==> src/design/ocpPkg.sv <==
//////////////////////////////////////////////////////////////////////
// OCP 2.2 profile widths and encodings for the master
// Decoded request, OCP request group and captured response structs
//////////////////////////////////////////////////////////////////////

package ocpPkg;

  // Basic group widths for this profile
  localparam int AddrWidth = 64;
  localparam int DataWidth = 8;

  // Burst group width
  localparam int BurstLenWidth = 10;

  // Byte address advance per beat
  localparam logic [AddrWidth-1:0] AddrStep = DataWidth / 8;

  // MCmd codes
  typedef enum logic [2:0] {
    IDLE = 3'b000,
    WR   = 3'b001,
    RD   = 3'b010,
    RDEX = 3'b011,
    RDL  = 3'b100,
    WRNP = 3'b101,
    WRC  = 3'b110,
    BCST = 3'b111
  } cmdE;

  // SResp codes
  typedef enum logic [1:0] {
    NULL = 2'b00,
    DVA  = 2'b01,
    FAIL = 2'b10,
    ERR  = 2'b11
  } respE;

  // MBurstSeq codes, only INCR and STRM are generated
  typedef enum logic [2:0] {
    INCR  = 3'b000,
    DFLT1 = 3'b001,
    WRAP  = 3'b010,
    DFLT2 = 3'b011,
    XOR   = 3'b100,
    STRM  = 3'b101,
    UNKN  = 3'b110,
    BLCK  = 3'b111
  } burstSeqE;

  // Request as handed from decode to sequencer
  typedef struct packed {
    cmdE                      cmd;
    logic [AddrWidth-1:0]     addr;
    logic [BurstLenWidth-1:0] burstLen;
    burstSeqE                 burstSeq;
    logic [DataWidth-1:0]     writeData;
  } burstReqS;

  // OCP request phase signals driven toward the slave
  typedef struct packed {
    cmdE                      MCmd;
    logic [AddrWidth-1:0]     MAddr;
    logic [DataWidth-1:0]     MData;
    logic [BurstLenWidth-1:0] MBurstLength;
    burstSeqE                 MBurstSeq;
    logic                     MReqLast;
  } ocpReqS;

  // Registered slave response
  typedef struct packed {
    logic [DataWidth-1:0] data;
    logic                 valid;
    logic                 fail;
    logic                 err;
  } readResultS;

endpackage
==> src/design/ocpMaster.sv <==
//////////////////////////////////////////////////////////////////////
// OCP 2.2 master top level
// Bridge request decode, burst sequencer and response capture
//////////////////////////////////////////////////////////////////////

module ocpMaster (
  input  logic                              Clk,
  input  logic                              reset,
  input  logic                              enable,

  // Bridge side
  input  logic [ocpPkg::AddrWidth-1:0]      address,
  input  logic [ocpPkg::BurstLenWidth-1:0]  burstLength,
  input  logic [2:0]                        burstSeq,
  input  logic [ocpPkg::DataWidth-1:0]      writeData,
  input  logic                              readRequest,
  input  logic                              writeRequest,
  output logic                              busy,
  output ocpPkg::readResultS                readResult,

  // OCP side
  output ocpPkg::ocpReqS                    ocpReq,
  output logic                              MRespAccept,
  input  logic                              SCmdAccept,
  input  ocpPkg::respE                      SResp,
  input  logic [ocpPkg::DataWidth-1:0]      SData
);

  // Decode to sequencer
  ocpPkg::burstReqS req;
  logic             reqValid;

  // Responses always accepted
  assign MRespAccept = 1'b1;

  ocpRequestDecode ocpRequestDecode_inst (
    .Clk          (Clk),
    .reset        (reset),
    .enable       (enable),
    .busy         (busy),
    .readRequest  (readRequest),
    .writeRequest (writeRequest),
    .address      (address),
    .burstLength  (burstLength),
    .burstSeq     (burstSeq),
    .writeData    (writeData),
    .req          (req),
    .reqValid     (reqValid)
  );

  ocpBurstSequencer ocpBurstSequencer_inst (
    .Clk        (Clk),
    .reset      (reset),
    .enable     (enable),
    .req        (req),
    .reqValid   (reqValid),
    .SCmdAccept (SCmdAccept),
    .ocpReq     (ocpReq),
    .busy       (busy)
  );

  // Read data path
  ocpResponseCapture ocpResponseCapture_inst (
    .Clk    (Clk),
    .reset  (reset),
    .enable (enable),
    .SResp  (SResp),
    .SData  (SData),
    .result (readResult)
  );

endmodule

==> src/design/ocpResponseCapture.sv <==
//////////////////////////////////////////////////////////////////////
// Slave response capture
// Registers SData and DVA, FAIL and ERR status pulses
//////////////////////////////////////////////////////////////////////

module ocpResponseCapture (
  input  logic                         Clk,
  input  logic                         reset,
  input  logic                         enable,
  input  ocpPkg::respE                 SResp,
  input  logic [ocpPkg::DataWidth-1:0] SData,
  output ocpPkg::readResultS           result
);

  // DVA and FAIL both carry data
  logic dataResp;
  logic failResp;
  logic errResp;

  assign dataResp = (SResp == ocpPkg::DVA) || (SResp == ocpPkg::FAIL);
  assign failResp = (SResp == ocpPkg::FAIL);
  assign errResp  = (SResp == ocpPkg::ERR);

  // Flags pulse one cycle after the response
  always_ff @(posedge Clk) begin
    if (reset) begin
      result.valid <= 1'b0;
      result.fail  <= 1'b0;
      result.err   <= 1'b0;
    end else if (enable) begin
      result.valid <= dataResp;
      result.fail  <= failResp;
      result.err   <= errResp;
      // Last read data kept between responses
      if (dataResp) begin
        result.data <= SData;
      end
    end
  end

endmodule

==> src/design/ocpBurstSequencer.sv <==
//////////////////////////////////////////////////////////////////////
// OCP command phase FSM with beat counter
// Address stepping per burst sequence and MReqLast generation
//////////////////////////////////////////////////////////////////////

module ocpBurstSequencer (
  input  logic             Clk,
  input  logic             reset,
  input  logic             enable,
  input  ocpPkg::burstReqS req,
  input  logic             reqValid,
  input  logic             SCmdAccept,
  output ocpPkg::ocpReqS   ocpReq,
  output logic             busy
);

  localparam logic [ocpPkg::BurstLenWidth-1:0] OneBeat = 1;

  // State doubles as the MCmd value on the bus
  ocpPkg::cmdE                      state;
  logic [ocpPkg::BurstLenWidth-1:0] beatCount;

  // Command payload held for the whole burst
  logic [ocpPkg::AddrWidth-1:0]     addrReg;
  logic [ocpPkg::DataWidth-1:0]     dataReg;
  logic [ocpPkg::BurstLenWidth-1:0] lenReg;
  ocpPkg::burstSeqE                 seqReg;

  logic start;
  logic beatDone;
  logic lastBeat;

  // New burst only from IDLE
  assign start = enable && (state == ocpPkg::IDLE) && reqValid;

  // Beat ends when slave samples SCmdAccept on an active command
  assign beatDone = enable && (state != ocpPkg::IDLE) && SCmdAccept;

  // Final beat of the burst
  assign lastBeat = (state != ocpPkg::IDLE) && (beatCount == lenReg - OneBeat);

  assign busy = (state != ocpPkg::IDLE);

  // Command state
  always_ff @(posedge Clk) begin
    if (reset) begin
      state <= ocpPkg::IDLE;
    end else if (enable) begin
      case (state)
        ocpPkg::IDLE: begin
          if (reqValid) begin
            state <= req.cmd;
          end
        end
        ocpPkg::WR,
        ocpPkg::RD: begin
          // Back to IDLE once the last beat is taken
          if (SCmdAccept && lastBeat) begin
            state <= ocpPkg::IDLE;
          end
        end
        default: begin
          state <= ocpPkg::IDLE;
        end
      endcase
    end
  end

  // Beat counter, cleared at burst start
  always_ff @(posedge Clk) begin
    if (reset) begin
      beatCount <= '0;
    end else if (start) begin
      beatCount <= '0;
    end else if (beatDone && !lastBeat) begin
      beatCount <= beatCount + OneBeat;
    end
  end

  // Payload load and address stepping
  always_ff @(posedge Clk) begin
    if (start) begin
      addrReg <= req.addr;
      lenReg  <= req.burstLen;
      seqReg  <= req.burstSeq;
      // Reads drive zero data
      if (req.cmd == ocpPkg::WR) begin
        dataReg <= req.writeData;
      end else begin
        dataReg <= '0;
      end
    end else if (beatDone && !lastBeat) begin
      // STRM keeps the same address
      if (seqReg == ocpPkg::INCR) begin
        addrReg <= addrReg + ocpPkg::AddrStep;
      end
    end
  end

  // Outputs stay put while SCmdAccept is low
  assign ocpReq = '{
    MCmd:         state,
    MAddr:        addrReg,
    MData:        dataReg,
    MBurstLength: lenReg,
    MBurstSeq:    seqReg,
    MReqLast:     lastBeat
  };

endmodule

==> src/design/ocpRequestDecode.sv <==
//////////////////////////////////////////////////////////////////////
// Bridge request sampler
// Read over write priority, burst length and sequence cleanup
//////////////////////////////////////////////////////////////////////

module ocpRequestDecode (
  input  logic                              Clk,
  input  logic                              reset,
  input  logic                              enable,
  input  logic                              busy,
  input  logic                              readRequest,
  input  logic                              writeRequest,
  input  logic [ocpPkg::AddrWidth-1:0]      address,
  input  logic [ocpPkg::BurstLenWidth-1:0]  burstLength,
  input  logic [2:0]                        burstSeq,
  input  logic [ocpPkg::DataWidth-1:0]      writeData,
  output ocpPkg::burstReqS                  req,
  output logic                              reqValid
);

  // Shortest legal burst
  localparam logic [ocpPkg::BurstLenWidth-1:0] OneBeat = 1;

  logic             accept;
  ocpPkg::burstReqS nextReq;

  // Pulses count only while running and idle
  // Strobe cycle blocked too, busy rises one cycle later
  assign accept = enable && !busy && !reqValid && (readRequest || writeRequest);

  always_comb begin
    nextReq = '0;
    // Read wins when both pulse together
    if (readRequest) begin
      nextReq.cmd = ocpPkg::RD;
    end else begin
      nextReq.cmd = ocpPkg::WR;
    end
    nextReq.addr      = address;
    nextReq.writeData = writeData;
    // Zero length treated as a single beat
    if (burstLength == '0) begin
      nextReq.burstLen = OneBeat;
    end else begin
      nextReq.burstLen = burstLength;
    end
    // Unsupported sequences fall back to incrementing
    if (burstSeq == ocpPkg::STRM) begin
      nextReq.burstSeq = ocpPkg::STRM;
    end else begin
      nextReq.burstSeq = ocpPkg::INCR;
    end
  end

  // One-cycle strobe toward the sequencer
  always_ff @(posedge Clk) begin
    if (reset) begin
      reqValid <= 1'b0;
    end else if (enable) begin
      reqValid <= accept;
    end
  end

  // Request payload, loaded only on accept
  always_ff @(posedge Clk) begin
    if (enable && accept) begin
      req <= nextReq;
    end
  end

endmodule

==> config.mk <==
export PLATFORM = sky130hd
export DESIGN_NAME = ocpMaster
export DESIGN_NICKNAME = d
export VERILOG_FILES = /design/src/design/ocpPkg.sv /design/src/design/ocpMaster.sv /design/src/design/ocpResponseCapture.sv /design/src/design/ocpBurstSequencer.sv /design/src/design/ocpRequestDecode.sv
export SDC_FILE = /design/constraint.sdc
export NUM_CORES = 1
export LEC_CHECK = 0
export ABC_AREA = 1
export BUFFER_PORTS_ARGS = -buffer_cell sky130_fd_sc_hd__buf_2
export CAP_MARGIN = 10
export CELL_PAD_IN_SITES_DETAIL_PLACEMENT = 1
export CELL_PAD_IN_SITES_GLOBAL_PLACEMENT = 2
export CORE_ASPECT_RATIO = 0.8
export CORE_MARGIN = 4
export CORE_UTILIZATION = 36
export CTS_CLUSTER_DIAMETER = 80
export DETAILED_ROUTE_END_ITERATION = 12
export GPL_TIMING_DRIVEN = 0
export PLACE_DENSITY = 0.84
export SKIP_CTS_REPAIR_TIMING = 1
export SLEW_MARGIN = 30
export SYNTH_ARGS = -nofsm -noshare
export SYNTH_HDL_FRONTEND = slang
export SYNTH_SLANG_ARGS = --single-unit
==> constraint.sdc <==
create_clock -name Clk -period 15 [get_ports Clk]
set_input_delay 0.75 -clock Clk [delete_from_list [all_inputs] [get_ports Clk]]
set_output_delay 0.75 -clock Clk [all_outputs]
set_load 0.005 [all_outputs]
### After elaboration in Yosys (flattened, before gate mapping)

Index checks and enable logic that the tools add are counted.

* register bits: 198
* bits of input ports: 101
* output and inout bits: 102
* logic and storage cells: 65

* add/sub/neg operators: 3
* equal/unequal tests: 10
* mux-type cells: 8
* bitwise gates (word level): 1
* reductions and logical operators: 27

Operator list (number)
* $mux W64: 3
* $add A64 B1 Y64 const B: 1
* $logic_and A1 B1 Y1: 11
* $add A10 B1 Y10 const B: 1
* $eq A10 B10 Y1: 1
* $logic_not A10 Y1: 1
* $sub A10 B1 Y10 const B: 1
* $mux W3: 3
* $eq A3 B1 Y1 const B: 2
* $logic_not A3 Y1: 2
* $pmux W3 S2: 1
* $reduce_and A3 Y1: 2
* $eq A2 B2 Y1 const B: 2
* $reduce_bool A2 Y1: 2
* $reduce_or A2 Y1: 2
* $eq A3 B2 Y1 const B: 1
* $eq A3 B3 Y1 const B: 1
* $logic_not A1 Y1: 3
* $reduce_bool A3 Y1: 1
* $eq A2 B1 Y1 const B: 1
* $logic_or A1 B1 Y1: 2
* $mux W2: 1
* $ne A2 B1 Y1 const B: 1
* $ne A2 B2 Y1 const B: 1
* other kinds (2): 2

### Longest topological paths before layout

* word-level depth: 7
* depth in mapped cells: 13
* depth with buffers taken out: 13

### Cells and area by module

Synthesis repeated with hierarchy kept, for this count alone.

* cell total of the unflattened synthesis: 1012
* area, all modules: 9552.9 um2

By module, submodules not included
* ocpBurstSequencer: times used 1, cells each 860, area an instance 6416.2 um2, sequential area each 2812.7 um2
* ocpRequestDecode: times used 1, cells each 119, area an instance 2728.9 um2, sequential area each 2572.5 um2
* ocpResponseCapture: times used 1, cells each 31, area an instance 396.6 um2, sequential area each 300.3 um2
* ocpMaster: times used 1, cells each 2, area an instance 11.3 um2, sequential area each 0.0 um2

### Worst setup path after synthesis

OpenSTA, ideal clock, no wires.

* kind: reg2reg
* start: reg ocpBurstSequencer_inst.lenReg[0] in the netlist's numbering
* end: reg ocpBurstSequencer_inst.addrReg[0] in the netlist's numbering (enable)
* setup time: 0.574 ns
* data arrival time: 5.902 ns
* data required time: 14.426 ns
* setup slack: 8.523 ns
* stages on the path, launching flop included: 10
* buffers on the path: 1
* period minus slack after synthesis: 6.477 ns
* path through: edfxtp_1 > inv_1 > ha_1 > nand3_1 > nor2_1 > xor2_1 > nand3_1 > nand2_2 > buf_6 > o21ai_0

* cells in the longest elaborated chain, start to end: 7

RTL lines
* start: declaration: RTL line ocpBurstSequencer.sv:26 `logic [ocpPkg::BurstLenWidth-1:0] lenReg;`
* start signal: assignment: RTL line ocpBurstSequencer.sv:84 `lenReg <= req.burstLen;`
* $sub A10 B1 Y10: RTL line ocpBurstSequencer.sv:40 `assign lastBeat = (state != ocpPkg::IDLE) && (beatCount == lenReg - OneBeat);`
* $eq A10 B10 Y1: RTL line ocpBurstSequencer.sv:40
* $logic_and A1 B1 Y1: RTL line ocpBurstSequencer.sv:40
* $logic_not A1 Y1: RTL line ocpBurstSequencer.sv:92 `end else if (beatDone && !lastBeat) begin`
* $logic_and A1 B1 Y1: RTL line ocpBurstSequencer.sv:92
* $reduce_bool A2 Y1 (no line)
* $reduce_and A2 Y1 (no line)
* end signal: assignment: RTL line ocpBurstSequencer.sv:83 `addrReg <= req.addr;`
* end signal: assignment: RTL line ocpBurstSequencer.sv:95 `addrReg <= addrReg + ocpPkg::AddrStep;`
* end: declaration: RTL line ocpBurstSequencer.sv:24 `logic [ocpPkg::AddrWidth-1:0] addrReg;`

No other way between the ends.
A chain may end at the register's enable or synchronous reset.

### Worst setup path in the final report

* start: reg ocpBurstSequencer_inst.lenReg[0] in the netlist's numbering
* end: out ocpReq[0] in the netlist's numbering

* cells in the longest elaborated chain, start to end: 3

RTL lines
* $sub A10 B1 Y10: RTL line ocpBurstSequencer.sv:40
* $eq A10 B10 Y1: RTL line ocpBurstSequencer.sv:40
* $logic_and A1 B1 Y1: RTL line ocpBurstSequencer.sv:40
* end: declaration: RTL line ocpMaster.sv:22 `output ocpPkg::ocpReqS ocpReq,`

No other way between the ends.

==> key figures <==
Outcome
  • Status: finished clean

Critical path
  • Worst r2r dst: ocpBurstSequencer_inst.addrReg[41]
  • Worst Path Buf+Inv: 4
  • Setup crit start kind: flop
  • CP required: 14.25 ns
  • Crit-path max FO: 4
  • Reg2reg path depth: 9
  • Critical-path cell list: inv_1 -> ha_1 -> nand3_1 -> nor2_1 -> xor2_1 -> nand3_1 -> inv_1 -> buf_4 -> buf_2
  • Reg-to-reg startpoint: ocpBurstSequencer_inst.state[0]
  • Flop2flop setup slack: between 10 and 15 ns
  • Critical path endpoint category: output port
  • Data arrival time of the critical path: 2.42 ns
  • CP top delay family: flip-flops
  • Slowest CP cell: edfxtp_1
  • Crit path kind: reg2out
  • Slowest cell delay on critical path: approximately 0.50 ns

Place
  • GP Congestion: a little under 0.9
  • IO buf count: 199
  • Hpwl dp: approximately 24,000 um

Power and ir drop
  • Cell Pwr Density: ~120 mW/mm^2
  • Clk pwr share: 31.4%
  • Comb pwr share: 17.6%
  • PnR Total Power: 0.00145 W
  • Share of power burned in registers: between 50% and 60%
  • Leak Pwr: between 4 and 5 nW
  • Switching Share: a little under a third
  • P_sw: ~0.00045 W
  • Pint: approximately 0.001 W
  • IR drop worst, VDD: about 0.00011 V

Floorplanning
  • Die H: around 150 um
  • Io pins: around 200
  • Die Width: ~190 um
  • Core ar.: about 0.026 mm^2
  • Initial core utilization: 36.9%
  • Die area: between 0.02 and 0.03 mm^2
  • Row cnt: 52

Clocking
  • CTS Sinks: ~190
  • H-tree depth: 4
  • TritonCTS clock tree: yes
  • Root buf cell: clkbuf_16
  • Max Root-Sink Buffers: 2
  • Worst-Skew Late Latency: ~0.45 ns
  • TritonCTS buffer count: 17
  • Clock transition at path regs: approximately 0.08 ns

Final layout
  • Layout cells sized above 1: roughly a quarter
  • Antenna diodes: 0
  • Fin nets: about 1,300
  • Sequential cell area: between 0.005 and 0.006 mm^2
  • Filler Cell Count: around 3,000
  • Layout area overhead: 22.7%
  • Multi-input logic area: roughly 0.0033 mm^2

Yosys
  • Cells after Synth: about 990
  • Library cells used by synthesis: 40
  • Syn_area_per_cell: 9.57 um^2
  • Sequential share of the synthesized area: around three fifths
  • Largest family of logic cells by synthesized area: simple AND/OR/NAND/NOR gates
  • Synth Area in Compound Gates: under 10%
  • Synth Area in Adders: less than 1%
  • Mapped Area: between 0.009 and 0.01 mm^2
  • Yosys warns: 0
  • Synthesis-stage register bit count: around 190
  • Synth Area in XOR/XNOR: 5.38%
  • Proportion of synthesized area in mux cells: 0%
  • Simple-gate portion of the synthesized area: about 26%

Global route
  • Grt met3 use: between 5 and 6%
  • GR Util met2: between 30% and 40%
  • Grt peak-use layer: met1
  • Initial antenna violation count: 1
  • Total track usage: approximately 21%
  • GRT overflow: 0
  • First-pass GRT wire length: approximately 47,000 um
  • GR Layer Usage met1: approximately a third
  • Largest net degree at the start of global routing: 54
  • Vias in the first global route: 7,968

Drt
  • Wire per inst: just under 20 um
  • Routed Wire Length: 30,800 um
  • Avg Vias per Cell: about 5
  • DR vias: roughly 7,800
  • DR pass1 iterations: 5
  • ANT nets after route: 0
  • DRT iter0 DRCs: ~710
  • DRC: 0

Timing
  • Final TNS setup: 0 ns
  • Clock skew: ~0.015 ns
  • Max Slew Vio Count: 0
  • RSZ-0062 raised after global routing: false
  • Worst-margin pin slew: 1.08 ns
  • Final setup violating endpoints: 0
  • Worst slew margin: 27.3%
  • Fmax achieved: around 0.32 GHz
  • Period utilization: about a fifth
  • Final hold violation count: 0
  • Min Tclk post-route: 3.17 ns

Worst hold path
  • Worst hold path depth: 0
  • HP Start: ocpRequestDecode_inst.req[15]
  • Worst hold path class: reg2reg
  • Worst hold path endpoint: ocpBurstSequencer_inst.lenReg[4]

Run
  • Max_cap viols: 0
## flip-flops by register name, indices dropped and copies added (netlist names)
name                              cells
ocpRequestDecode_inst.reqValid        1
ocpBurstSequencer_inst.lenReg        10
ocpBurstSequencer_inst.addrReg       64
ocpBurstSequencer_inst.seqReg         1
ocpBurstSequencer_inst.dataReg        8
ocpRequestDecode_inst.req            85
ocpBurstSequencer_inst.state          2
ocpResponseCapture_inst.result       11
ocpBurstSequencer_inst.beatCount     10
## power by group through the flow
stage | combinational [W] | clock [W] | sequential, W
2_1_floorplan | 0.000134 | 0 | 0.000743
3_3_place_gp | 0.000232 | 0 | 0.000761
3_5_place_dp | 0.000258 | 0 | 0.000748
4_1_cts | 0.000260 | 0.000467 | 0.000737
5_1_grt | 0.000287 | 0.000492 | 0.000745
6_report | 0.000254 | 0.000454 | 0.000737
## synthesized netlist by cell type
library cell	count	area, um^2
or2_2	3	18.8
nor3_1	29	145
nand3_2	3	30.0
clkinv_1	1	3.75
o21ai_0	22	110
o22ai_1	1	6.26
or2_0	2	12.5
inv_1	96	360
dfxtp_1	16	320
nor2_2	6	37.5
o21ai_1	4	20.0
nand3b_2	1	11.3
nor4_2	1	12.5
nand2_2	3	18.8
a21oi_1	18	90.1
a31oi_1	11	68.8
clkbuf_1	17	63.8
ha_1	6	75.1
nand4_1	21	131
xor2_1	36	315
nor3_4	2	32.5
xnor2_1	22	193
nand4_2	1	12.5
nand3b_1	3	22.5
edfxtp_1	176	5290
nor4_1	7	43.8
nor3_2	6	60.1
nor2_1	108	405
nor2_4	5	56.3
buf_6	1	11.3
o2111ai_1	1	8.76
and3_1	1	6.26
inv_2	1	3.75
a31o_2	1	8.76
nand2_4	2	22.5
buf_4	5	37.5
buf_2	8	40.0
conb_1	2	7.51
nand3_1	54	270
nand2_1	284	1070
## final cells by class
type | count | area share (%)
buffer | 31 | 1.32
clock inverter | 14 | 1.27
clock buffer | 18 | 3.70
inverter | 98 | 3.22
multi-input combinational | 667 | 28.8
tap | 351 | 3.79
sequential | 192 | 48.4
timing repair buffer | 203 | 9.54
## cells by family after synthesis
kind of cell | Yosys count
xor+xnor | 58
buf+inv | 129
compound gates | 58
other cells | 2
fa+ha+maj | 6
flops | 192
simple gates | 542
## worst max path at each step
stage,to,slack (ns),depth (start not counted),startpoint
floorplan,ocpBurstSequencer_inst.addrReg[0],8.52,9,ocpBurstSequencer_inst.lenReg[0]
global placement,ocpBurstSequencer_inst.addrReg[17],5.62,11,ocpBurstSequencer_inst.lenReg[0]
detailed placement,ocpBurstSequencer_inst.addrReg[14],11.75,8,enable
CTS,ocpReq[0],11.84,11,ocpBurstSequencer_inst.lenReg[0]
global route,ocpReq[0],11.67,12,ocpBurstSequencer_inst.lenReg[0]
finish,ocpReq[0],11.83,9,ocpBurstSequencer_inst.lenReg[0]
## per-stage QoR
stage               util, %  worst slack [ns]  hold slack, ns  cell area (um^2)  std cells
global placement       42.6              5.62           0.401             10900       1538
floorplan                 -              8.52           0.400              9450        988
global route           45.3             11.67           0.432             11600       1574
detailed placement     43.1             11.75           0.406             11000       1542
CTS                    45.3             11.84           0.417             11600       1574
finish                 45.3             11.83           0.414             11600       1574
## cell usage in the layout (no fill, tap or decap), types with 4 or more instances in the layout
cell type  Yosys  layout
nand2_1      284     284
buf_2          8     207
edfxtp_1     176     176
nor2_1       108     108
inv_1         96      95
nand3_1       54      54
xor2_1        36      36
nor3_1        29      28
xnor2_1       22      22
nand4_1       21      21
o21ai_0       22      21
a21oi_1       18      18
clkbuf_1      17      18
clkbuf_16      0      17
dfxtp_1       16      16
a31oi_1       11      11
nor3_2         6       7
nor4_1         7       7
nor2_2         6       6
ha_1           6       6
nor2_4         5       5
buf_4          5       5
inv_8          0       5
o21ai_1        4       4
clkinv_4       0       4
buf_16         0       4
## metal layers
layer | part of all wire [%] | vias up | routed length, um
met2 | 44 | 227 | 13400
met3 | 6.9 | 16 | 2110
li1 | - | 3732 | -
met5 | 0.023 | - | 7
met4 | 0.59 | 2 | 183
met1 | 49 | 3827 | 15100
Power figures use the tool's default switching activity.
